<file path="config.mk">
export PLATFORM = sky130hd
export DESIGN_NAME = baud_timer
export DESIGN_NICKNAME = d
export VERILOG_FILES = /design/src/verilog/degu_periph_pkg.sv /design/src/verilog/baud_timer.sv
export SDC_FILE = /design/constraint.sdc
export NUM_CORES = 1
export LEC_CHECK = 0
export BUFFER_PORTS_ARGS = -buffer_cell sky130_fd_sc_hd__buf_2
export CORE_MARGIN = 3
export CORE_UTILIZATION = 60
export CTS_BUF_LIST = sky130_fd_sc_hd__clkbuf_8
export DETAILED_ROUTE_END_ITERATION = 10
export GPL_ROUTABILITY_DRIVEN = 0
export PLACE_DENSITY_LB_ADDON = 0.2
export RECOVER_POWER = 100
export SKIP_CTS_REPAIR_TIMING = 1
export SYNTH_ARGS = -nofsm -noshare
export SYNTH_HDL_FRONTEND = slang
export SYNTH_SLANG_ARGS = --single-unit
</file>
<file path="constraint.sdc">
create_clock -name clk -period 4.15 [get_ports clk]
set_input_delay 0.415 -clock clk [delete_from_list [all_inputs] [get_ports clk]]
set_output_delay 0.415 -clock clk [all_outputs]
set_load 0.02 [all_outputs]
</file>
<file path="src/verilog/degu_periph_pkg.sv">
// Degu peripheral definitions
`default_nettype none

package degu_periph_pkg;

  // register offset, low address bits within a block
  typedef logic [5:0] reg_ofs_t;

  // gpio block
  localparam reg_ofs_t GPIO_OUT  = 6'h00;
  localparam reg_ofs_t GPIO_ENA  = 6'h04;
  localparam reg_ofs_t GPIO_IN   = 6'h08;

  // uart block, at 0x40
  localparam reg_ofs_t UART_DATA = 6'h00;
  localparam reg_ofs_t UART_STAT = 6'h04;

  // uart character
  typedef logic [7:0] uart_byte_t;

  // baud divisor counter, bounds the divisor
  typedef logic [15:0] baud_cnt_t;

  // transmitter states
  typedef enum logic [1:0] {
    IDLE,
    START,
    DATA,
    STOP
  } uart_state_t;

endpackage

`default_nettype wire

</file>
<file path="src/verilog/baud_timer.sv">
// UART baud timer
`default_nettype none
`timescale 1ns/10ps

module baud_timer #(
  // clock cycles per bit
  parameter int unsigned BAUD_DIV = 434
)(
  input  logic clk,
  input  logic arst_n,
  input  logic baud_clear,
  output logic baud_tick
);

  import degu_periph_pkg::*;

  // position within the bit period
  baud_cnt_t cnt;

  // last cycle of each bit
  assign baud_tick = (cnt == baud_cnt_t'(BAUD_DIV - 1));

  // wrap on tick, restart at frame start
  always_ff @(posedge clk or negedge arst_n) begin
    if (!arst_n) begin
      cnt <= '0;
    end else if (baud_clear || baud_tick) begin
      cnt <= '0;
    end else begin
      cnt <= cnt + 1'b1;
    end
  end

endmodule

`default_nettype wire

</file>
==> Yosys cells after proc, flatten, opt, wreduce, memory -nomap -nowiden <==
Cells that the tools add are included.
{ "totals": {"out_inout_bits": 1, "ff_bits": 16} }
{ "classes": {"add_sub_neg": 1, "n_reduce_logical": 1, "n_eq_ne": 1, "mux": 1} }
{ "op_table": {"columns": ["operator", "n"], "rows": [
  ["$add 16x1->16 const B", 1],
  ["$eq 16x9->1 const B", 1],
  ["$mux 16", 1],
  ["$logic_or 1x1->1", 1]
]} }

==> Longest topological paths before layout <==
{ "logic_depth": {"ltp_word": 3, "depth_mapped": 8} }

==> Worst setup path after synthesis <==
No wires, ideal clock.
{ "synth_path": {"kind": "register -> register", "start": "reg cnt[0]", "end": "reg cnt[11]", "stages_incl_launch_ff": 8, "setup_ns": 0.071, "path_slack_ns": 2.532, "synth_period_minus_slack_ns": 1.618, "t_arrival_ns": 1.547, "path_buffers": 2, "cell_sequence": "dfrtp_1 -> ha_1 -> nor4b_1 -> and4b_1 -> or2_1 -> buf_6 -> buf_6 -> nor2_1"} }
{ "synth_via": {"elab_chain_len": 3, "word_cells_on_any_way": 4, "cone_classes": "add/sub (1); eq/ne (1); mux (1); reduce/logical (1)"} }
{ "synth_lines": {"columns": ["element", "line_no", "rtl"], "rows": [
  ["start, declared", "baud_timer.sv:18", "baud_cnt_t cnt;"],
  ["start signal, assigned", "baud_timer.sv:30", "cnt <= cnt + 1'b1;"],
  ["$eq 16x9->1", "baud_timer.sv:21", "assign baud_tick = (cnt == baud_cnt_t'(BAUD_DIV - 1));"],
  ["named net baud_tick", "baud_timer.sv:12", "output logic baud_tick"],
  ["$logic_or 1x1->1", "baud_timer.sv:27", "end else if (baud_clear || baud_tick) begin"],
  ["$mux 16", "baud_timer.sv:27", null]
]} }
The timed path passes the listed nets, and every way through them passes these cells.

==> Worst setup path after layout <==
{ "layout_path": {"start": "reg cnt[1]", "end": "reg cnt[2]"} }
{ "layout_via": {"elab_chain_len": 3, "word_cells_on_any_way": 4, "cone_classes": "add/sub (1); eq/ne (1); mux (1); reduce/logical (1)"} }
{ "layout_lines": {"columns": ["element", "line_no"], "rows": [
  ["parallel branches: the longest is 2 deep, another holds $add 16x1->16", null],
  ["$mux 16 *", "baud_timer.sv:27"]
]} }
Every way passes the cells marked *.

==> metrics.yaml <==
ys_warn_count: 0
skew_ps: 3.48
wl_met1_um: 689
firstDrtPassIters: 4
grt_pass1_wl_mm: 2.72
antenna_found_initial: 0
start_kind: "register"
layout_min_cycle_time_ps: 2240
top_register: "cnt"
peakVddDrop_mv: 0.240
drive_above_1_share: 0.0909
rr_endpoint: "cnt[2]"
post-synth-top-area-fraction: 0.489
highest_layer: "met4"
cp_max_fo: 16
wl_met3_um: 123
finalSetupTns_ps: 0
clkTransAtPathRegs_ps: 60
wire_per_inst_um: 15.6
ys_seq_elements: 16
grt-ovfl-total: 0
syn_avg_cell_area_um2: 9.87
whs_ps: 244
maxCapViolations: 0
worstRegToRegCells: 6
end_kind: "register"
fmax_mhz: 446
drtAntennaViolNets: 0
core_area_um2: 1190
cts_max_path_buffers: 2
status: "completed"
crit_chain: "inv_1 > ha_1 > nor4b_1 > and4b_1 > or2_0 > nor2_1"
ctsRootBufferMaster: "clkbuf_8"
p_leak_uw: 0.000348
synth_area_leaders: "dfrtp_1 (49%), xnor2_1 (14%), nor2_1 (8.2%)"
grt_pass1_vias: 603
critPathKind: "register to register"
worstSkewPairLatency_ps: 250
io_pins: 4
largest_reg_flops: 16
grt.total_usage: 0.199
rsz0062_at_grt: "no"
start_util: 0.691
drv_slew: 0
vias: 616
area_growth_pct: 7.63
drc: 0
synth_area_um2: 820
die_h_um: 43.0
io_buffer_count: 3
tritoncts: "yes"
max_stage_delay_ps: 730
syn_inst: 83
routed_wl_mm: 1.60
reg_top3: "cnt (16)"
drt_iter0_markers: 43
final_nets: 94
insertedDiodeCount: 0
worstMarginPinSlew_ps: 920
setup_viol: 0
num_rows: 12
ys_types: 18
hpwl_mm: 1.05
hold_path_class: "primary input to async pin"
wl_met2_um: 747
cts_sinks: 16
ys_seq_area_frac: 0.489
rrSetupSlack_ps: 1910
crit_arrival_ps: 2330
max_slew_margin: 0.386
p_per_area_nw_per_um2: 351
timing.rr.start: "cnt[1]"
cp.required_ps: 4240
htree_levels: 1
cts_made_buffers: 3
dieArea_um2: 1850
crit_path_top_delay_cell: "or2_0"
die_w_um: 43.0
hold_violations: 0
finalPower_uw: 309
grt_max_degree: 17
synth_area_leader_cell: "dfrtp_1"
post-route-period-util: 0.541
via_per_inst: 6.04
syn_nets: 88
[metrics by stage]
stage	std cells	utilization	instance area [um2]	setup slack, ps
2_1_floorplan	83	-	820	2530
3_3_place_gp	98	0.699	830	2490
3_5_place_dp	98	0.699	830	2330
5_1_grt	102	0.744	882	1750
6_report	102	0.744	882	1910
4_1_cts	102	0.746	885	2080
[logic make-up after synthesis]
kind of cell | Yosys count | synth area share
and+or+nand+nor | 44 | 0.281
DFF | 16 | 0.489
xor gates and xnor gates | 14 | 0.150
buffers and inverters | 7 | 0.0504
adders and majority gates | 2 | 0.0305
[final cells by class]
type	count	area, um2
clock buffer	4	55.1
fill	81	304
inverter	5	18.8
multi-input combinational	60	378
sequential	16	400
tap	14	17.5
timing repair buffer	3	12.5
[power breakdown]
| group | switching (uW) | leakage (uW) | internal, uW |
|---|---|---|---|
| sequential | 3.17 | 0.000221 | 158 |
| clock | 50.5 | 0.0000288 | 84.0 |
| combinational | 8.96 | 0.0000981 | 4.25 |
| total | 62.6 | 0.000348 | 247 |
[synth_stat cells]
cell / number
and4b_1: 1
nor4b_1: 1
nand3_1: 4
nor3_1: 5
xor2_1: 1
nor2_2: 1
dfrtp_1: 16
nor4_1: 4
nor2_1: 18
ha_1: 2
nand2_1: 3
or2_1: 1
nor4_2: 1
nand4_1: 4
inv_1: 5
xnor2_1: 13
buf_6: 2
nand4_2: 1
[worst max path at each step]
stage | startpoint | to | cells past startpoint
6_report | cnt[1] | cnt[2] | 6
5_1_grt | cnt[1] | cnt[15] | 6
4_1_cts | cnt[1] | baud_tick | 5
2_1_floorplan | cnt[0] | cnt[11] | 7
3_3_place_gp | cnt[1] | cnt[2] | 6
3_5_place_dp | cnt[1] | cnt[15] | 6
[per-layer routing]
layer	vias to the layer above	track usage
li1	289	-
met1	293	0.241
met2	28	0.320
met3	6	0.0636
met4	0	0.0904
met5	-	0
[critical path: cells and delay by family, from the launching register on]
family / cells / cell delay [ps]
flops: 1 / 410
simple gates: 4 / 1490
buf+inv: 1 / 70
fa+ha+maj: 1 / 130
[cells in the final DEF (no fill, tap or decap)]
cell type / synthesis / routed
nand3_1: 4 / 4
nor4_2: 1 / 1
xor2_1: 1 / 1
nor3_1: 5 / 5
clkbuf_1: 0 / 2
inv_1: 5 / 5
nor2_1: 18 / 18
nand2_1: 3 / 3
clkbuf_8: 0 / 4
or2_0: 0 / 1
dfrtp_1: 16 / 16
nor2_2: 1 / 1
nor4b_1: 1 / 1
buf_2: 0 / 1
xnor2_1: 13 / 13
nand4_1: 4 / 4
nor4_1: 4 / 4
and4b_1: 1 / 1
nand4_2: 1 / 1
ha_1: 2 / 2
No activity file was read; power rests on OpenSTA's default activity.
