[config.mk]
export PLATFORM = sky130hd
export DESIGN_NAME = bus_decoder
export DESIGN_NICKNAME = d
export VERILOG_FILES = /design/src/verilog/degu_bus_pkg.sv /design/src/verilog/bus_decoder.sv
export SDC_FILE = /design/constraint.sdc
export NUM_CORES = 1
export LEC_CHECK = 0
export ABC_AREA = 0
export BUFFER_PORTS_ARGS = -buffer_cell sky130_fd_sc_hd__buf_2
export CAP_MARGIN = 20
export CORE_AREA = 3 3 81 83
export CTS_CLUSTER_DIAMETER = 120
export DETAILED_ROUTE_END_ITERATION = 8
export DIE_AREA = 0 0 84 86
export PLACE_DENSITY = 0.57
export SLEW_MARGIN = 10
export SYNTH_ARGS = -nofsm -noshare
export SYNTH_HDL_FRONTEND = slang
export SYNTH_SLANG_ARGS = --single-unit
[constraint.sdc]
create_clock -name clk -period 1.1 [get_ports clk]
set_clock_uncertainty 0.15 [all_clocks]
set_input_delay 0 -clock clk [delete_from_list [all_inputs] [get_ports clk]]
set_output_delay 0 -clock clk [all_outputs]
set_load 0.1 [all_outputs]
[src/verilog/degu_bus_pkg.sv]
// Degu bus definitions
`default_nettype none

package degu_bus_pkg;

  //////////////////////////////////////////////////
  // widths
  //////////////////////////////////////////////////

  // data and address width
  localparam int unsigned XLEN = 32;
  // byte lanes per word
  localparam int unsigned BLEN = XLEN / 8;

  // vector types
  typedef logic [XLEN-1:0] word_t;
  typedef logic [XLEN-1:0] addr_t;
  typedef logic [BLEN-1:0] ben_t;

  //////////////////////////////////////////////////
  // request and response
  //////////////////////////////////////////////////

  // request, 69 bits
  typedef struct packed {
    logic  wen;
    addr_t adr;
    ben_t  ben;
    word_t wdt;
  } bus_req_t;

  // response, 33 bits
  typedef struct packed {
    word_t rdt;
    logic  err;
  } bus_rsp_t;

  // address map select bits
  // memory when low, peripherals when high
  localparam int unsigned PER_SEL_BIT  = 15;
  // gpio when low, uart when high
  localparam int unsigned UART_SEL_BIT = 6;

endpackage

`default_nettype wire

[src/verilog/bus_decoder.sv]
// Bus address decoder
`default_nettype none
`timescale 1ns/10ps

module bus_decoder (
  input  logic                    clk,
  input  logic                    arst_n,
  // master side
  input  logic                    bus_vld,
  input  degu_bus_pkg::bus_req_t  bus_req,
  output logic                    bus_rdy,
  output degu_bus_pkg::bus_rsp_t  bus_rsp,
  // slave side
  input  logic                    uart_rdy,
  input  degu_bus_pkg::bus_rsp_t  mem_rsp,
  input  degu_bus_pkg::bus_rsp_t  gpio_rsp,
  input  degu_bus_pkg::bus_rsp_t  uart_rsp,
  output logic                    mem_vld,
  output logic                    gpio_vld,
  output logic                    uart_vld
);

  import degu_bus_pkg::*;

  // one hot region selection
  typedef struct packed {
    logic err;
    logic uart;
    logic gpio;
    logic mem;
  } sel_t;

  sel_t sel_d;
  sel_t sel_q;
  logic xfer;

  //////////////////////////////////////////////////
  // region decode
  //////////////////////////////////////////////////

  // upper half must be zero
  assign sel_d.err  = |bus_req.adr[XLEN-1:PER_SEL_BIT+1];
  assign sel_d.mem  = ~sel_d.err & ~bus_req.adr[PER_SEL_BIT];
  assign sel_d.gpio = ~sel_d.err &  bus_req.adr[PER_SEL_BIT] & ~bus_req.adr[UART_SEL_BIT];
  assign sel_d.uart = ~sel_d.err &  bus_req.adr[PER_SEL_BIT] &  bus_req.adr[UART_SEL_BIT];

  // only the uart can stall
  assign bus_rdy = sel_d.uart ? uart_rdy : 1'b1;
  assign xfer    = bus_vld & bus_rdy;

  // valids gated by handshake
  assign mem_vld  = xfer & sel_d.mem;
  assign gpio_vld = xfer & sel_d.gpio;
  assign uart_vld = xfer & sel_d.uart;

  //////////////////////////////////////////////////
  // response steering
  //////////////////////////////////////////////////

  // selection held for the response cycle
  always_ff @(posedge clk or negedge arst_n) begin
    if (!arst_n) begin
      sel_q <= '0;
    end else begin
      sel_q <= xfer ? sel_d : '0;
    end
  end

  always_comb begin
    bus_rsp = '0;
    if (sel_q.mem) begin
      bus_rsp = mem_rsp;
    end else if (sel_q.gpio) begin
      bus_rsp = gpio_rsp;
    end else if (sel_q.uart) begin
      bus_rsp = uart_rsp;
    end else if (sel_q.err) begin
      // unmapped, no data
      bus_rsp.err = 1'b1;
    end
  end

endmodule

`default_nettype wire

# Yosys cells after proc, flatten, opt, wreduce, memory -nomap -nowiden
# Index checks and enable logic that the tools add are counted.
[totals]
mem_bits_rw = 0
wordCells = 23
output_inout_bits = 37
mem_bits_ro = 0
input_bits = 172
mem_count = 0
regBits = 4
latch_bits = 0
[classes]
n_lt_le_gt_ge = 0
bitwise = 11
n_eq_ne = 0
n_reduce_logical = 1
n_mul = 0
add_sub_neg = 0
shifts = 0
muxes = 7
div = 0
[ops]
columns = ["operator", "count"]
rows = [
  ["$mux 33", 2],
  ["$mux 32", 1],
  ["$reduce_or 16->1", 1],
  ["$and 1x1->1", 8],
  ["$mux 4", 1],
  ["$mux 1", 3],
  ["$not 1->1", 3],
]

# Depth between registers and ports, before layout
[depth]
word_depth = 7
ltp_mapped = 5
depth_no_buf = 3

# Worst setup path before layout
# No wires, ideal clock.
[synth_path]
kind = "reg2out"
startpoint = "reg sel_q[1] (netlist name)"
endpoint = "out bus_rsp[10] (netlist name)"
path_buffers = 2
path_slack_ns = -2.146
arrival_time_ns = 3.096
required_ns = 0.950
path_stages_with_launch = 6
path_cell_list = "dfrtp_1 -> clkbuf_1 -> nor2b_1 -> buf_2 -> a22oi_1 -> o21ai_0"
[synth_rtl]
columns = ["element", "line", "text"]
rows = [
  ["from (decl)", "bus_decoder.sv:34", "sel_t sel_q;"],
  ["from (signal assigned)", "bus_decoder.sv:65", "sel_q <= xfer ? sel_d : '0;"],
  ["to (decl)", "bus_decoder.sv:12", "output degu_bus_pkg::bus_rsp_t bus_rsp,"],
]

==> impl_metrics.json <==
{
  "drtAntennaViolNets": 0,
  "coreArea_sq_mm": 0.00592,
  "switching_share_pct": 26.1,
  "cts.sinks": 4,
  "leakagePower_nw": 1.29,
  "synth_enable_flop_cells": 0,
  "max_freq_mhz": 617,
  "avgSynthCellArea_sq_um": 6.03,
  "pwr-share-clk_pct": 40.1,
  "p_seq_share_pct": 18.6,
  "route.detailed.drc": 0,
  "antenna_found_initial": 0,
  "crit_arrival_ns": 1.47,
  "tns_ns": -17.07,
  "ir_drop_mv": 0.374,
  "worstSetupStartpointType": "flop",
  "largest_registers": "sel_q x4",
  "cts_tree": "done",
  "gp_congestion": 0.709,
  "layout-drive-gt1-share_pct": 85.2,
  "syn_inst": 136,
  "numCtsBuffers": 3,
  "start_util_pct": 13.8,
  "largest-register": "sel_q",
  "n_antenna_cell": 0,
  "dp_cells": 368,
  "fin_nets": 477,
  "design_area_sq_mm": 0.00317,
  "die_area_sq_mm": 0.00722,
  "synth.net_count": 308,
  "clock-root-buffer": "clkbuf_8",
  "crit_fanout": 16,
  "min_to": "sel_q[3]",
  "instances_no_fill": 379,
  "setup_ws_ns": -0.521,
  "die_h_um": 86,
  "max-cap-violations": 0,
  "finalSetupViolCount": 37,
  "hold_depth": 3,
  "power_w": 0.000807,
  "vias": 1708,
  "ys_seq_elements": 4,
  "largest_reg_flops": 4,
  "cts_hold_buf": 3,
  "viasPerCell": 4.51,
  "violations": "hold timing, setup timing",
  "period_minus_slack_ns": 1.62,
  "power.internal_w": 0.000596,
  "dp_hpwl_um": 4140,
  "port_buffers": 157,
  "cts.htree.levels": 1,
  "switchingPower_w": 0.000210,
  "grtUsageTotal_pct": 12.5,
  "critPathKind": "flop to primary output",
  "worstMarginPinSlew_ns": 0.267,
  "die_w_um": 84,
  "synthArstFlopShare_pct": 100,
  "maxSlewViolCount": 0,
  "ys_seq_area_share_pct": 12.2,
  "ys.warnings.count": 0,
  "finalHoldViolations": 1,
  "final_common_cell": "buf_2",
  "wire_per_inst_um": 12.7,
  "grt-ovfl-total": 0,
  "cp-end-kind": "primary output",
  "p_per_area_mw_per_mm2": 255,
  "final_cell_mix": "buf_2 (115), buf_12 (42), nand2_1 (34)",
  "holdWs_ns": -0.0295,
  "grt_max_degree": 30,
  "clkTransAtPathRegs_ns": 0.03,
  "status": "finished with violations",
  "rsz0062_at_grt": "true",
  "first_pass_iters": 2,
  "area_growth_pct": 287,
  "period_share_pct": 147,
  "grt_pass1_wl_um": 7630,
  "grt_pass1_vias": 1780,
  "min_from": "bus_req[67]",
  "slew_headroom_pct": 82.2,
  "finalWirelength_um": 4830,
  "clock_path_buffers": 2,
  "critPathRequiredTime_ns": 0.95,
  "core.rowCount": 28,
  "io_pins": 209,
  "power_frac_comb_pct": 41.3,
  "first_iter_violations": 13,
  "holdCritPathClass": "input pin to flop",
  "netlist-cell-type-count": 20,
  "netlist_area_sq_um": 820,
  "place_area_sq_mm": 0.00297,
  "ys.flop_type": "dfrtp_1"
}
[how the worst max path moves through the flow]
stage                startpoint  cells after the start    endpoint  slack (ns)
floorplan           bus_req[61]                      3    sel_q[0]       -0.73
global placement    bus_req[62]                      4     bus_rdy       -0.41
detailed placement  bus_req[54]                      5     bus_rdy       -0.42
CTS                    sel_q[1]                      5  bus_rsp[8]       -0.54
global route           sel_q[1]                      5  bus_rsp[8]       -0.58
finish                 sel_q[1]                      5  bus_rsp[8]       -0.52
[synthesized netlist by cell type, drive strengths merged (3+ instances only)]
cell type,number,area share [%]
nand2,35,16
o21ai,33,20
a22oi,31,28
clkbuf,11,5.0
dfrtp,4,12
nor4,4,3.8
buf,3,1.8
nor3,3,1.8
or4,3,2.7
[per-stage QoR]
step | utilization [%] | setup WS (ns) | hold WS, ns
finish | 53.6 | -0.521 | -0.0295
global route | 53.6 | -0.577 | -0.0146
CTS | 53.0 | -0.540 | -0.0849
detailed placement | 50.1 | -0.419 | -0.336
global placement | 50.1 | -0.410 | -0.339
floorplan | - | -0.729 | -0.446
[timing repair]
| action | CTS | global route |
|---|---|---|
| buffers inserted | 2 | 5 |
| hold endpoints to repair | 8 | 1 |
| setup endpoints to repair | 38 | 37 |
| gates cloned | 0 | 0 |
| pin swaps | 9 | 9 |
| gates resized for setup | 19 | 3 |
[power groups by stage]
stage                     Clock (W)  Sequential [W]  Combinational (W)
final                      0.000324        0.000150           0.000333
after global routing       0.000349        0.000150           0.000363
after CTS                  0.000334        0.000150           0.000333
after detailed placement          0        0.000152           0.000302
after global placement            0        0.000152           0.000296
after floorplan                   0        0.000152          0.0000352
[routing by layer]
| layer | vias to the layer above | global-route usage (%) | share of wire, % |
|---|---|---|---|
| met4 | 0 | 2.78 | 0.62 |
| met2 | 98 | 24.7 | 55 |
| met5 | - | 0 | 0 |
| li1 | 852 | - | - |
| met3 | 2 | 4.51 | 11 |
| met1 | 756 | 12.3 | 33 |
[worst max-delay path, stage by stage (launching register included)]
cell	delay [ns]
dfrtp_2	0.42
nor2b_4	0.18
buf_12	0.18
a22oi_2	0.09
o21ai_4	0.19
buf_12	0.19
[cell type report]
| class | instances | area (sq um) |
|---|---|---|
| inverters | 1 | 3.75 |
| repair buffers | 178 | 1610 |
| well taps | 75 | 93.8 |
| fillers | 510 | 2750 |
| flip-flops and latches | 4 | 105 |
| multi-input cells | 117 | 1310 |
| clock buffers | 4 | 45.0 |
[logic make-up (layout without fill, tap and decap cells)]
| logic type | after synthesis | after routing | share of synthesized area (%) |
|---|---|---|---|
| multiplexers | 2 | 2 | 2.60 |
| AND/OR/NAND/NOR | 49 | 49 | 27.6 |
| flip-flops | 4 | 4 | 12.2 |
| AO/OA/AOI/OAI | 66 | 66 | 50.2 |
| buffers and inverters | 15 | 183 | 7.33 |
(Power assumes the default switching activity.)
