===== src/verilog/degu_bus_pkg.sv =====
// Degu bus definitions
`default_nettype none

package degu_bus_pkg;

  //////////////////////////////////////////////////
  // widths
  //////////////////////////////////////////////////

  // data and address width
  localparam int unsigned XLEN = 32;
  // byte lanes per word
  localparam int unsigned BLEN = XLEN / 8;

  // vector types
  typedef logic [XLEN-1:0] word_t;
  typedef logic [XLEN-1:0] addr_t;
  typedef logic [BLEN-1:0] ben_t;

  //////////////////////////////////////////////////
  // request and response
  //////////////////////////////////////////////////

  // request, 69 bits
  typedef struct packed {
    logic  wen;
    addr_t adr;
    ben_t  ben;
    word_t wdt;
  } bus_req_t;

  // response, 33 bits
  typedef struct packed {
    word_t rdt;
    logic  err;
  } bus_rsp_t;

  // address map select bits
  // memory when low, peripherals when high
  localparam int unsigned PER_SEL_BIT  = 15;
  // gpio when low, uart when high
  localparam int unsigned UART_SEL_BIT = 6;

endpackage

`default_nettype wire


===== src/verilog/degu_periph_pkg.sv =====
// Degu peripheral definitions
`default_nettype none

package degu_periph_pkg;

  // register offset, low address bits within a block
  typedef logic [5:0] reg_ofs_t;

  // gpio block
  localparam reg_ofs_t GPIO_OUT  = 6'h00;
  localparam reg_ofs_t GPIO_ENA  = 6'h04;
  localparam reg_ofs_t GPIO_IN   = 6'h08;

  // uart block, at 0x40
  localparam reg_ofs_t UART_DATA = 6'h00;
  localparam reg_ofs_t UART_STAT = 6'h04;

  // uart character
  typedef logic [7:0] uart_byte_t;

  // baud divisor counter, bounds the divisor
  typedef logic [15:0] baud_cnt_t;

  // transmitter states
  typedef enum logic [1:0] {
    IDLE,
    START,
    DATA,
    STOP
  } uart_state_t;

endpackage

`default_nettype wire


===== src/verilog/gpio_regs.sv =====
// GPIO controller
`default_nettype none
`timescale 1ns/10ps

module gpio_regs #(
  // pin count
  parameter int unsigned GW = 32
)(
  input  logic                    clk,
  input  logic                    arst_n,
  // bus
  input  logic                    gpio_vld,
  input  degu_bus_pkg::bus_req_t  bus_req,
  output degu_bus_pkg::bus_rsp_t  gpio_rsp,
  // pins
  input  logic [GW-1:0]           gpio_i,
  output logic [GW-1:0]           gpio_o,
  output logic [GW-1:0]           gpio_e
);

  import degu_bus_pkg::*;
  import degu_periph_pkg::*;

  reg_ofs_t      ofs;
  word_t         wmask;
  word_t         rd_data;
  // input synchronizer stages
  logic [GW-1:0] sync_1;
  logic [GW-1:0] sync_2;

  assign ofs = bus_req.adr[$bits(reg_ofs_t)-1:0];

  // byte enables spread to bits
  always_comb begin
    for (int b = 0; b < BLEN; b++) begin
      wmask[8*b +: 8] = {8{bus_req.ben[b]}};
    end
  end

  //////////////////////////////////////////////////
  // registers
  //////////////////////////////////////////////////

  always_ff @(posedge clk or negedge arst_n) begin
    if (!arst_n) begin
      gpio_o <= '0;
      gpio_e <= '0;
    end else if (gpio_vld && bus_req.wen) begin
      // merge enabled lanes only
      if (ofs == GPIO_OUT) begin
        gpio_o <= (gpio_o & ~wmask[GW-1:0]) | (bus_req.wdt[GW-1:0] & wmask[GW-1:0]);
      end
      if (ofs == GPIO_ENA) begin
        gpio_e <= (gpio_e & ~wmask[GW-1:0]) | (bus_req.wdt[GW-1:0] & wmask[GW-1:0]);
      end
    end
  end

  // two flop input sync
  always_ff @(posedge clk or negedge arst_n) begin
    if (!arst_n) begin
      sync_1 <= '0;
      sync_2 <= '0;
    end else begin
      sync_1 <= gpio_i;
      sync_2 <= sync_1;
    end
  end

  //////////////////////////////////////////////////
  // read back
  //////////////////////////////////////////////////

  always_comb begin
    rd_data = '0;
    case (ofs)
      GPIO_OUT: rd_data[GW-1:0] = gpio_o;
      GPIO_ENA: rd_data[GW-1:0] = gpio_e;
      GPIO_IN:  rd_data[GW-1:0] = sync_2;
      default:  rd_data = '0;
    endcase
  end

  always_ff @(posedge clk or negedge arst_n) begin
    if (!arst_n) begin
      gpio_rsp <= '0;
    end else if (gpio_vld) begin
      gpio_rsp.rdt <= bus_req.wen ? '0 : rd_data;
      gpio_rsp.err <= 1'b0;
    end
  end

endmodule

`default_nettype wire


===== config.mk =====
export PLATFORM = sky130hd
export DESIGN_NAME = gpio_regs
export DESIGN_NICKNAME = d
export VERILOG_FILES = /design/src/verilog/degu_bus_pkg.sv /design/src/verilog/degu_periph_pkg.sv /design/src/verilog/gpio_regs.sv
export SDC_FILE = /design/constraint.sdc
export NUM_CORES = 1
export LEC_CHECK = 0
export BUFFER_PORTS_ARGS = -buffer_cell sky130_fd_sc_hd__clkbuf_2
export CAP_MARGIN = 20
export CORE_AREA = 10 10 129 131
export CTS_CLUSTER_SIZE = 14
export DETAILED_ROUTE_END_ITERATION = 8
export DIE_AREA = 0 0 139 141
export PLACE_DENSITY = 0.75
export SLEW_MARGIN = 20
export SYNTH_ARGS = -nofsm -noshare
export SYNTH_HDL_FRONTEND = slang
export SYNTH_SLANG_ARGS = --single-unit
export TNS_END_PERCENT = 1

===== constraint.sdc =====
create_clock -name clk -period 1.75 [get_ports clk]
set_input_delay 0.175 -clock clk [delete_from_list [all_inputs] [get_ports clk]]
set_output_delay 0.175 -clock clk [all_outputs]
set_load 0.01 [all_outputs]

==> Yosys cells after proc, flatten, opt, wreduce, memory -nomap -nowiden <==
Cells that the tools add are included.
{ "word_totals": {"ff_bits": 160, "input_bits": 104, "output_inout_bits": 97, "wordCells": 19} }
{ "op_classes": {"n_bitwise": 6, "mux": 2, "reduce_logical": 4, "eq_ne": 2} }
{ "op_table": {"columns": ["op", "n"], "rows": [
  ["$and 32x32->32", 3],
  ["$pmux 32 s3", 1],
  ["$or 32x32->32", 2],
  ["$mux 32", 1],
  ["$not 32->32", 1],
  ["$eq 6x3->1 const B", 1],
  ["$eq 6x4->1 const B", 1],
  ["$logic_not 6->1", 1],
  ["$reduce_and 2->1", 2],
  ["$logic_and 1x1->1", 1]
]} }

==> Longest topological paths before layout <==
{ "logic_depth": {"ltp_word": 3, "ltp_mapped": 5, "ltp_nobuf": 3} }

==> Worst setup path before layout <==
No wires, ideal clock.
{ "synth_path": {"path_kind": "input -> register", "from": "in bus_req[41] in the netlist's numbering", "to": "reg with a tool-made name", "setup_slack_ns": -0.020, "setup_ns": 0.125, "arrival_ns": 1.646, "n_path_buf": 1, "t_required_ns": 1.625, "stages": 4, "path_cell_list": "or4_4 buf_2 nor3_4 mux2_2"} }
{ "synth_rtl": {"columns": ["item", "line", "rtl"], "rows": [
  ["from (decl)", "gpio_regs.sv:13", "input degu_bus_pkg::bus_req_t bus_req,"]
]} }

==> flow_summary_export.csv <==
group,metric,value,unit
die,io_pins,201,
final_layout,layout-drive-gt1-share,48.1,%
worst_setup_path,crit_required,2.06,ns
synthesis,syn-cell-area,5960,um^2
worst_setup_path,reg2regPathDepth,3,
run,cap_violations,0,
clock_network,cts_num_sinks,160,
clock_network,clk_pin_slew_worst_paths,0.06,ns
place,dp.cells,721,
drt,wl,16200,um
synthesis,netlist-cell-type-count,19,
place,io_buffer_count,173,
worst_setup_path,cp-startpoint,"bus_req[41]",
clock_network,cts_tree,"yes",
drt,drc_errors,0,
clock_network,insertion_delay,0.42,ns
worst_setup_path,path_max_fanout,8,
place,routabilityCongestion,0.818,
clock_network,postCtsHoldBufs,55,
drt,post_drt_via_cell_ratio,4.98,
final_layout,multiInputGateArea,1810,um^2
power,p_leak,0.00433,uW
power,ir_worst_vdd,0.592,mV
sta,rsz0062_at_grt,"false",
drt,ant_nets,0,
synthesis,syn_nets,467,
global_routing,grt_pass1_wl,25900,um
outcome,status,"completed",
worst_setup_path,startpoint_type,"primary input",
sta,maxSlewViolCount,0,
final_layout,stdcell_count,808,
drt,drt_first_iter_violations,192,
final_layout,antennaDiodeCount,0,
worst_setup_path,rrSetupSlack,0.67,ns
power,powerDensity,1000,nW/um^2
die,num_rows,44,
die,core_area,14200,um^2
global_routing,grt_max_degree,73,
synthesis,synth.ff_latch_count,160,
die,die_width,139,um
global_routing,grt_antenna_before_repair,0,
final_layout,fillers,1100,
worst_hold_path,hold_path_class,"primary input to register",
synthesis,syn_inst,363,
synthesis,synth_area_leader_cell,"dfrtp_1",
worst_setup_path,end_kind,"register",
drt,drt_pass1_iterations,4,
die,die_y,141,um
sta,fin_skew,0.00648,ns
final_layout,final_cell_area,8340,um^2
synthesis,yosysSeqAreaShare,67.2,%
clock_network,numCtsBuffers,17,
place,placed_area,7170,um^2
die,die_area,19600,um^2
worst_setup_path,setup.worst_path.class,"primary input to register",
synthesis,synth_warnings,0,
clock_network,cts.path.max_buffers,2,
synthesis,synth_area_leaders,"dfrtp_1, mux2_4, mux2_2, a221o_1, mux2i_1",
sta,fmax,0.630,GHz
worst_setup_path,r2r_end,"gpio_rsp[23]",
sta,setup_viol,0,
sta,hold_viol,0,
clock_network,cts_htree_levels,4,
global_routing,grt_pass1_vias,4608,
final_layout,area_delta_synth_final,40.0,%
sta,fin_crit_sh,90.7,%
place,dp_hpwl,11300,um
drt,routedWlPerCell,20.1,um
final_layout,seq_area,4000,um^2
synthesis,avgSynthCellArea,16.4,um^2
clock_network,cts_resized,0,
drt,vias,4020,
final_layout,final_nets,715,
global_routing,track_usage,16.7,%
sta,whs,0.0164,ns
clock_network,root_buffer,"clkbuf_16",
sta,period_minus_slack,1.59,ns
clock_network,post_cts_buffers,0,
die,start_util,41.9,%
worst_setup_path,critPathArrivalTime,1.89,ns
global_routing,overflow,0,
synthesis,synth.top_cell.area_share,67.2,%
## layout by cell type, fill, tap and decap left out, drive strengths merged
master | synthesis | layout
clkinvlp | 0 | 1
clkbuf | 15 | 192
conb | 1 | 1
mux2 | 64 | 64
dfrtp | 160 | 160
nand2b | 2 | 2
nand3 | 4 | 4
nor4 | 1 | 1
bufinv | 0 | 3
or4 | 5 | 5
dlygate4sd3 | 0 | 55
mux2i | 32 | 32
inv | 1 | 1
clkinv | 0 | 8
buf | 9 | 26
a221o | 32 | 32
nor3 | 36 | 36
or3b | 1 | 1
## layer usage
metal  global-route usage (%)  part of all wire, %  vias up  wire, um
met5                        0                    0        -         0
met4                     6.97                  2.1        0       342
met3                     4.97                  5.6       26       915
met2                     29.6                   54      114      8670
met1                     18.2                   39     2041      6280
li1                         -                    -     1839         -
## layout make-up
cell class                 instances  area share, %
tap                              184           2.76
clock inverter                    12           1.92
timing repair buffer             253           20.1
inverter                           1         0.0450
clock buffer                      20           5.47
multi-input combinational        178           21.7
sequential                       160           48.0
## kinds of logic (layout without fill, tap and decap cells)
| kind of cell | count (synthesis) | in the layout | synth area share (%) |
|---|---|---|---|
| AO/OA/AOI/OAI | 32 | 32 | 5.38 |
| buffers and inverters | 25 | 286 | 2.35 |
| flip-flops | 160 | 160 | 67.2 |
| multiplexers | 96 | 96 | 19.5 |
| other | 1 | 1 | 0.0629 |
| AND/OR/NAND/NOR | 49 | 49 | 5.52 |
## metrics by stage
| stage | util, % | setup WS (ns) | power, uW | setup TNS [ns] |
|---|---|---|---|---|
| 6_report | 58.7 | 0.162 | 8370 | 0 |
| 5_1_grt | 58.7 | 0.155 | 8670 | 0 |
| 4_1_cts | 58.7 | 0.178 | 8440 | 0 |
| 3_5_place_dp | 50.5 | -0.261 | 4540 | -15.37 |
| 3_3_place_gp | 50.5 | -0.239 | 4520 | -14.82 |
| 2_1_floorplan | - | -0.0117 | 4200 | -0.444 |
## where the power goes
group	leakage, uW	switching (uW)	internal [uW]
sequential	0.00207	86.9	3850
clock	0.000300	1470	2330
combinational	0.00196	314	321
total	0.00433	1870	6500
## how the worst min path moves through the flow
| stage | start | end | slack, ns | cells past startpoint |
|---|---|---|---|---|
| floorplan | arst_n | asynchronous set/reset pin | -0.12 | 0 |
| global placement | arst_n | asynchronous set/reset pin | 0.07 | 1 |
| detailed placement | arst_n | asynchronous set/reset pin | 0.07 | 1 |
| CTS | bus_req[22] | register | 0.0009 | 2 |
| global route | bus_req[30] | register | 0.004 | 2 |
| finish | bus_req[30] | register | 0.02 | 2 |
## Yosys cell counts
| master | n |
|---|---|
| or3b_2 | 1 |
| buf_4 | 4 |
| or4_1 | 4 |
| a221o_1 | 32 |
| conb_1 | 1 |
| nor3_4 | 4 |
| buf_2 | 1 |
| nand2b_1 | 2 |
| or4_4 | 1 |
| nor4_4 | 1 |
| clkbuf_1 | 15 |
| mux2_2 | 32 |
| buf_6 | 4 |
| inv_1 | 1 |
| mux2_4 | 32 |
| mux2i_1 | 32 |
| nand3_1 | 4 |
| nor3_1 | 32 |
| dfrtp_1 | 160 |
## worst max-delay path, stage by stage
cell and delay [ns]:
clkbuf_2 0.08, or4_4 0.60, or4_1 0.51, buf_4 0.21
mux2_4 0.31
Note: power is estimated with default switching activity, not from simulation.
