File: config.mk
export PLATFORM = sky130hd
export DESIGN_NAME = uart_tx_fsm
export DESIGN_NICKNAME = d
export VERILOG_FILES = /design/src/verilog/degu_bus_pkg.sv /design/src/verilog/degu_periph_pkg.sv /design/src/verilog/uart_tx_fsm.sv
export SDC_FILE = /design/constraint.sdc
export NUM_CORES = 1
export LEC_CHECK = 0
export ABC_AREA = 0
export BUFFER_PORTS_ARGS = -buffer_cell sky130_fd_sc_hd__buf_2
export CORE_MARGIN = 3
export CORE_UTILIZATION = 38
export CTS_BUF_LIST = sky130_fd_sc_hd__clkbuf_4
export DETAILED_ROUTE_END_ITERATION = 10
export PLACE_DENSITY_LB_ADDON = 0.2
export REMOVE_ABC_BUFFERS = 1
export SYNTH_ARGS = -nofsm -noshare
export SYNTH_HDL_FRONTEND = slang
export SYNTH_SLANG_ARGS = --single-unit
File: constraint.sdc
create_clock -name clk -period 2.95 [get_ports clk]
set_input_delay 0.7375 -clock clk [delete_from_list [all_inputs] [get_ports clk]]
set_output_delay 0.7375 -clock clk [all_outputs]
set_load 0.02 [all_outputs]
File: src/verilog/degu_bus_pkg.sv
// Degu bus definitions
`default_nettype none

package degu_bus_pkg;

  //////////////////////////////////////////////////
  // widths
  //////////////////////////////////////////////////

  // data and address width
  localparam int unsigned XLEN = 32;
  // byte lanes per word
  localparam int unsigned BLEN = XLEN / 8;

  // vector types
  typedef logic [XLEN-1:0] word_t;
  typedef logic [XLEN-1:0] addr_t;
  typedef logic [BLEN-1:0] ben_t;

  //////////////////////////////////////////////////
  // request and response
  //////////////////////////////////////////////////

  // request, 69 bits
  typedef struct packed {
    logic  wen;
    addr_t adr;
    ben_t  ben;
    word_t wdt;
  } bus_req_t;

  // response, 33 bits
  typedef struct packed {
    word_t rdt;
    logic  err;
  } bus_rsp_t;

  // address map select bits
  // memory when low, peripherals when high
  localparam int unsigned PER_SEL_BIT  = 15;
  // gpio when low, uart when high
  localparam int unsigned UART_SEL_BIT = 6;

endpackage

`default_nettype wire

File: src/verilog/degu_periph_pkg.sv
// Degu peripheral definitions
`default_nettype none

package degu_periph_pkg;

  // register offset, low address bits within a block
  typedef logic [5:0] reg_ofs_t;

  // gpio block
  localparam reg_ofs_t GPIO_OUT  = 6'h00;
  localparam reg_ofs_t GPIO_ENA  = 6'h04;
  localparam reg_ofs_t GPIO_IN   = 6'h08;

  // uart block, at 0x40
  localparam reg_ofs_t UART_DATA = 6'h00;
  localparam reg_ofs_t UART_STAT = 6'h04;

  // uart character
  typedef logic [7:0] uart_byte_t;

  // baud divisor counter, bounds the divisor
  typedef logic [15:0] baud_cnt_t;

  // transmitter states
  typedef enum logic [1:0] {
    IDLE,
    START,
    DATA,
    STOP
  } uart_state_t;

endpackage

`default_nettype wire

File: src/verilog/uart_tx_fsm.sv
// UART transmitter
`default_nettype none
`timescale 1ns/10ps

module uart_tx_fsm (
  input  logic                    clk,
  input  logic                    arst_n,
  // bus
  input  logic                    uart_vld,
  input  degu_bus_pkg::bus_req_t  bus_req,
  output logic                    uart_rdy,
  output degu_bus_pkg::bus_rsp_t  uart_rsp,
  // baud timer
  input  logic                    baud_tick,
  output logic                    baud_clear,
  // serial line
  output logic                    uart_txd
);

  import degu_bus_pkg::*;
  import degu_periph_pkg::*;

  uart_state_t state;
  reg_ofs_t    ofs;
  uart_byte_t  tx_data;
  uart_byte_t  shift;
  logic [2:0]  bit_cnt;
  logic        busy;
  logic        start;
  word_t       rd_data;

  assign ofs   = bus_req.adr[$bits(reg_ofs_t)-1:0];
  assign busy  = (state != IDLE);
  // accepted data write opens a frame
  assign start = uart_vld & bus_req.wen & (ofs == UART_DATA);

  // stall data writes during a frame
  assign uart_rdy   = ~(bus_req.wen & (ofs == UART_DATA) & busy);
  assign baud_clear = start;

  //////////////////////////////////////////////////
  // frame sequencing
  //////////////////////////////////////////////////

  always_ff @(posedge clk or negedge arst_n) begin
    if (!arst_n) begin
      state    <= IDLE;
      bit_cnt  <= '0;
      uart_txd <= 1'b1;
    end else begin
      case (state)
        IDLE: if (start) begin
          state    <= START;
          bit_cnt  <= '0;
          uart_txd <= 1'b0;
        end
        START: if (baud_tick) begin
          state    <= DATA;
          uart_txd <= shift[0];
        end
        DATA: if (baud_tick) begin
          if (bit_cnt == 3'd7) begin
            state    <= STOP;
            uart_txd <= 1'b1;
          end else begin
            bit_cnt  <= bit_cnt + 3'd1;
            uart_txd <= shift[1];
          end
        end
        STOP: if (baud_tick) begin
          state <= IDLE;
        end
        default: state <= IDLE;
      endcase
    end
  end

  // lsb first shifting
  always_ff @(posedge clk) begin
    if (start) begin
      tx_data <= bus_req.wdt[$bits(uart_byte_t)-1:0];
      shift   <= bus_req.wdt[$bits(uart_byte_t)-1:0];
    end else if ((state == DATA) && baud_tick) begin
      shift <= {1'b0, shift[$bits(uart_byte_t)-1:1]};
    end
  end

  //////////////////////////////////////////////////
  // register read
  //////////////////////////////////////////////////

  always_comb begin
    rd_data = '0;
    case (ofs)
      UART_DATA: rd_data[$bits(uart_byte_t)-1:0] = tx_data;
      UART_STAT: rd_data[0] = busy;
      default:   rd_data = '0;
    endcase
  end

  always_ff @(posedge clk or negedge arst_n) begin
    if (!arst_n) begin
      uart_rsp <= '0;
    end else if (uart_vld) begin
      uart_rsp.rdt <= bus_req.wen ? '0 : rd_data;
      uart_rsp.err <= 1'b0;
    end
  end

endmodule

`default_nettype wire

* After elaboration in Yosys (flattened, before gate mapping)
Index checks and enable logic that the tools add are counted.
** Word-level totals
- Input port bits :: 73
- Output and inout bits :: 36
- Logic and storage cells :: 53
- Flip-flop bits (word level) :: 54
** Operators by class
- Muxes and demuxes :: 20
- Eq/ne operators :: 11
- Bitwise logic cells :: 5
- $add $sub $neg :: 1
- Reductions and logical operators :: 10
** Operators with widths (number)
- 8-bit two-way mux :: 3
- 2-bit != test, second input constant :: 6
- 2-bit two-way mux :: 5
- 3-bit two-way mux :: 3
- 2-bit one-hot mux with 4 select lines :: 1
- 4-bit AND reduction :: 2
- 7-bit two-way mux :: 1
- 6-bit by 3-bit equality test with 1-bit output, second input constant :: 1
- 6-bit logical NOT :: 1
- 3-bit one-hot mux with 2 select lines :: 1
- 2-bit nonzero test :: 3
- 5-bit AND reduction :: 1
- 1-bit bitwise AND :: 4
- 2-bit equality test, second input constant :: 2
- 1-bit two-way mux :: 4
- 3-bit by 1-bit adder with 3-bit output, second input constant :: 1
- 3-bit equality test, second input constant :: 1
- 1-bit one-hot mux with 3 select lines :: 1
- 3-bit nonzero test :: 1
- 2-bit by 1-bit equality test with 1-bit output, second input constant :: 1
- 2-bit logical NOT :: 1
- 1-bit one-hot mux with 2 select lines :: 1
- 1-bit logical AND :: 1
- 1-bit NOT :: 1

* Logic depth before layout (Yosys ltp)
- Word-level depth :: 4
- Gate-level depth with buffers :: 7
- Gate-level depth less buffers :: 6

* Worst setup path after synthesis
Ideal clock, no wire load.
- Kind :: input to output
- From :: in uart_vld
- To :: out baud_clear
- Stages on the path :: 3
- Data required time :: 2.213 ns
- Setup slack :: -0.603 ns
- Path buffers :: 0
- Data arrival time :: 2.816 ns
- Cells stage by stage :: inv_1 -> or4_2 -> nor4_1
** Between the ends
- Word-level cells in the longest chain between the ends :: 2
** RTL lines
- start: declaration :: line uart_tx_fsm.sv:9 : input logic uart_vld,
- 1-bit bitwise AND (2 in series) :: line uart_tx_fsm.sv:35 : assign start = uart_vld & bus_req.wen & (ofs == UART_DATA);
- end: declaration :: line uart_tx_fsm.sv:15 : output logic baud_clear,
No other way between the ends.

* Worst setup path in the final report
Same ends and word-level chain as after synthesis.

==> results.sh <==
export IMPL_critPathRequiredTime_ns=2.21
export IMPL_vias_per_cell=4.63
export IMPL_cts_clk_slew_worst_paths_ns=0.10
export IMPL_crit_type="input pin to primary output"
export IMPL_async_flop_share_pct=46.7
export IMPL_via_count=967
export IMPL_comb_power_share_pct=27.4
export IMPL_clk_latency_ns=0.33
export IMPL_switching_share_pct=29.4
export IMPL_numCtsBuffers=5
export IMPL_synth_warnings=0
export IMPL_hp_class="input pin to async pin"
export IMPL_cts_htree_levels=2
export IMPL_synth_xor_area_share_pct=0
export IMPL_cp_end_kind="primary output"
export IMPL_drv_slew=0
export IMPL_yosysSeqAreaShare_pct=53.0
export IMPL_pre_cts_ws_ns=0.189
export IMPL_finalHoldViolCount=0
export IMPL_drc=0
export IMPL_outcome="finished clean"
export IMPL_layout_commonest_cell="buf_2"
export IMPL_ant_nets=0
export IMPL_coreArea_um2=3830
export IMPL_grt_pass1_vias=949
export IMPL_drt_iter0_drc=9
export IMPL_ir_drop_v=0.000414
export IMPL_track_usage_pct=12.5
export IMPL_ctsHoldBuffers=0
export IMPL_port_buffers=29
export IMPL_syn_area_um2=1570
export IMPL_cts_path_max_buffers=2
export IMPL_cp_start_kind="input pin"
export IMPL_start_util_pct=41.0
export IMPL_cts_root_buf="clkbuf_4"
export IMPL_fin_ws_ns=0.186
export IMPL_p_leak_uw=0.000830
export IMPL_muxShareOfSynthArea_pct=9.08
export IMPL_netlist_instances=124
export IMPL_final_setup_viol_count=0
export IMPL_setup_tns_ns=0
export IMPL_diodes=0
export IMPL_cts_tree="built"
export IMPL_synthFlopType="edfxtp_1"
export IMPL_area_growth_pct=14.0
export IMPL_synth_simple_area_share_pct=8.84
export IMPL_wire_per_inst_um=13.2
export IMPL_finalCriticalPeriod_ns=2.76
export IMPL_rsz0062_at_grt="no"
export IMPL_drv_cap=0
export IMPL_synth_seq_cells=30
export IMPL_grt_pass1_wl_um=4620
export IMPL_synth_edf_count=16
export IMPL_synth_fa_ha_area_share_pct=4.78
export IMPL_final_nets=239
export IMPL_cts_sinks=30
export IMPL_switchingPower_uw=381
export IMPL_gp_congestion=0.709
export IMPL_final_cell_mix="buf_2, conb_1, edfxtp_1"
export IMPL_finalCritPeriodShare_pct=93.7
export IMPL_num_rows=22
export IMPL_power_clock_fraction_pct=31.4
export IMPL_dieWidth_um=70.3
export IMPL_synth_compound_area_share_pct=9.24
export IMPL_antenna_found_initial=0
export IMPL_die_height_um=70.3
export IMPL_slowest_stage="or4_2"
export IMPL_critPathMaxFanout=2
export IMPL_cpMostUsedCell="buf_2"
export IMPL_drt_total_wl_um=2760
export IMPL_grt_max_degree=15
export IMPL_fin_skew_ns=0.00585
export IMPL_intPower_uw=917
export IMPL_max_freq_mhz=362
export IMPL_fillers=364
export IMPL_netlist_cell_type_count=36
export IMPL_overflow=0
export IMPL_synth_top_family_by_area="buffers and inverters"
export IMPL_max_stage_delay_ns=0.65
export IMPL_crit_arrival_ns=2.03
export IMPL_power_density_nw_per_um2=725
export IMPL_syn_avg_cell_area_um2=12.7
export IMPL_drive_gt1_share_pct=33.5
export IMPL_p_seq_share_pct=41.2
export IMPL_cts_resized=0
export IMPL_fin_total_pwr_uw=1300
export IMPL_path_cells="buf_2, inv_1, or4_2, nor4_1, buf_4, buf_2"
export IMPL_ios=109
export IMPL_cts_setup_buffers=0
export IMPL_dr_pass1_iters=4
export IMPL_hpwl_um=2130
export IMPL_die_area_um2=4940
## per-layer routing
| metal | track usage, % | vias to the layer above | part of all wire [%] |
|---|---|---|---|
| met3 | 5.90 | 7 | 7.7 |
| met4 | 5.74 | 0 | 2.0 |
| met2 | 20.1 | 38 | 50 |
| met1 | 14.0 | 460 | 40 |
| li1 | - | 462 | - |
| met5 | 0 | - | 0 |
## cells by family (layout without fill, tap and decap cells)
group,count (synthesis),after routing
compound gates,16,16
fa+ha+maj,6,6
simple gates,23,23
other cells,1,25
mux,13,13
flops,30,30
buf+inv,35,48
## final cells by class
cell class / instances / area, um^2 / share of cell area (%)
Sequential cell: 30 / 832 / 46.5
Multi-Input combinational cell: 83 / 596 / 33.3
Timing Repair Buffer: 33 / 175 / 9.78
Clock inverter: 3 / 63.8 / 3.56
Tap cell: 48 / 60.1 / 3.35
Clock buffer: 5 / 37.5 / 2.10
Inverter: 7 / 26.3 / 1.47
## cells in the mapped netlist, types with 3 or more instances
master	number	area, um^2
a22o_1	7	61.3
buf_4	25	188
dfrtp_1	13	325
edfxtp_1	16	480
ha_1	6	75.1
inv_1	7	26.3
mux2_1	3	33.8
mux2_2	7	78.8
mux2i_1	3	30.0
nand2_1	8	30.0
nor2_1	4	15.0
## final timing paths
kind	from	end	slack (ns)	cells past startpoint
hold / removal	arst_n	uart_rsp[4]	0.30	1
setup / recovery	uart_vld	baud_clear	0.19	6
min in group clk	tx_data[2]	uart_rsp[3]	0.47	1
hold reg to reg	tx_data[2]	uart_rsp[3]	0.47	1
setup reg to reg	state[0]	bit_cnt[0]	1.18	6
max in group asynchronous	arst_n	uart_txd	2.35	1
## critical path: cells and delay by family
family | cells | cell delay, ns
AND/OR/NAND/NOR | 2 | 0.84
buffers and inverters | 4 | 0.45
## stage by stage
stage	utilization [%]	hold WS (ns)	cells	area (um^2)
after global routing	46.8	0.290	209	1790
after detailed placement	44.1	0.455	201	1690
after global placement	44.1	0.446	201	1690
after floorplan	-	0.442	120	1450
after CTS	46.8	0.295	209	1790
final	46.8	0.297	209	1790
## flip-flops by register name, indices dropped and copies added, names as in the netlist
register / flops
uart_txd: 1
state: 2
bit_cnt: 3
uart_rsp: 8
tx_data: 8
shift: 8
## power by group through the flow
stage,logic (uW),registers [uW],clock network (uW)
6_report,355,535,408
4_1_cts,362,536,421
2_1_floorplan,277,541,0
3_5_place_dp,361,546,0
5_1_grt,402,544,442
3_3_place_gp,344,540,0
No activity file was read; power rests on OpenSTA's default activity.
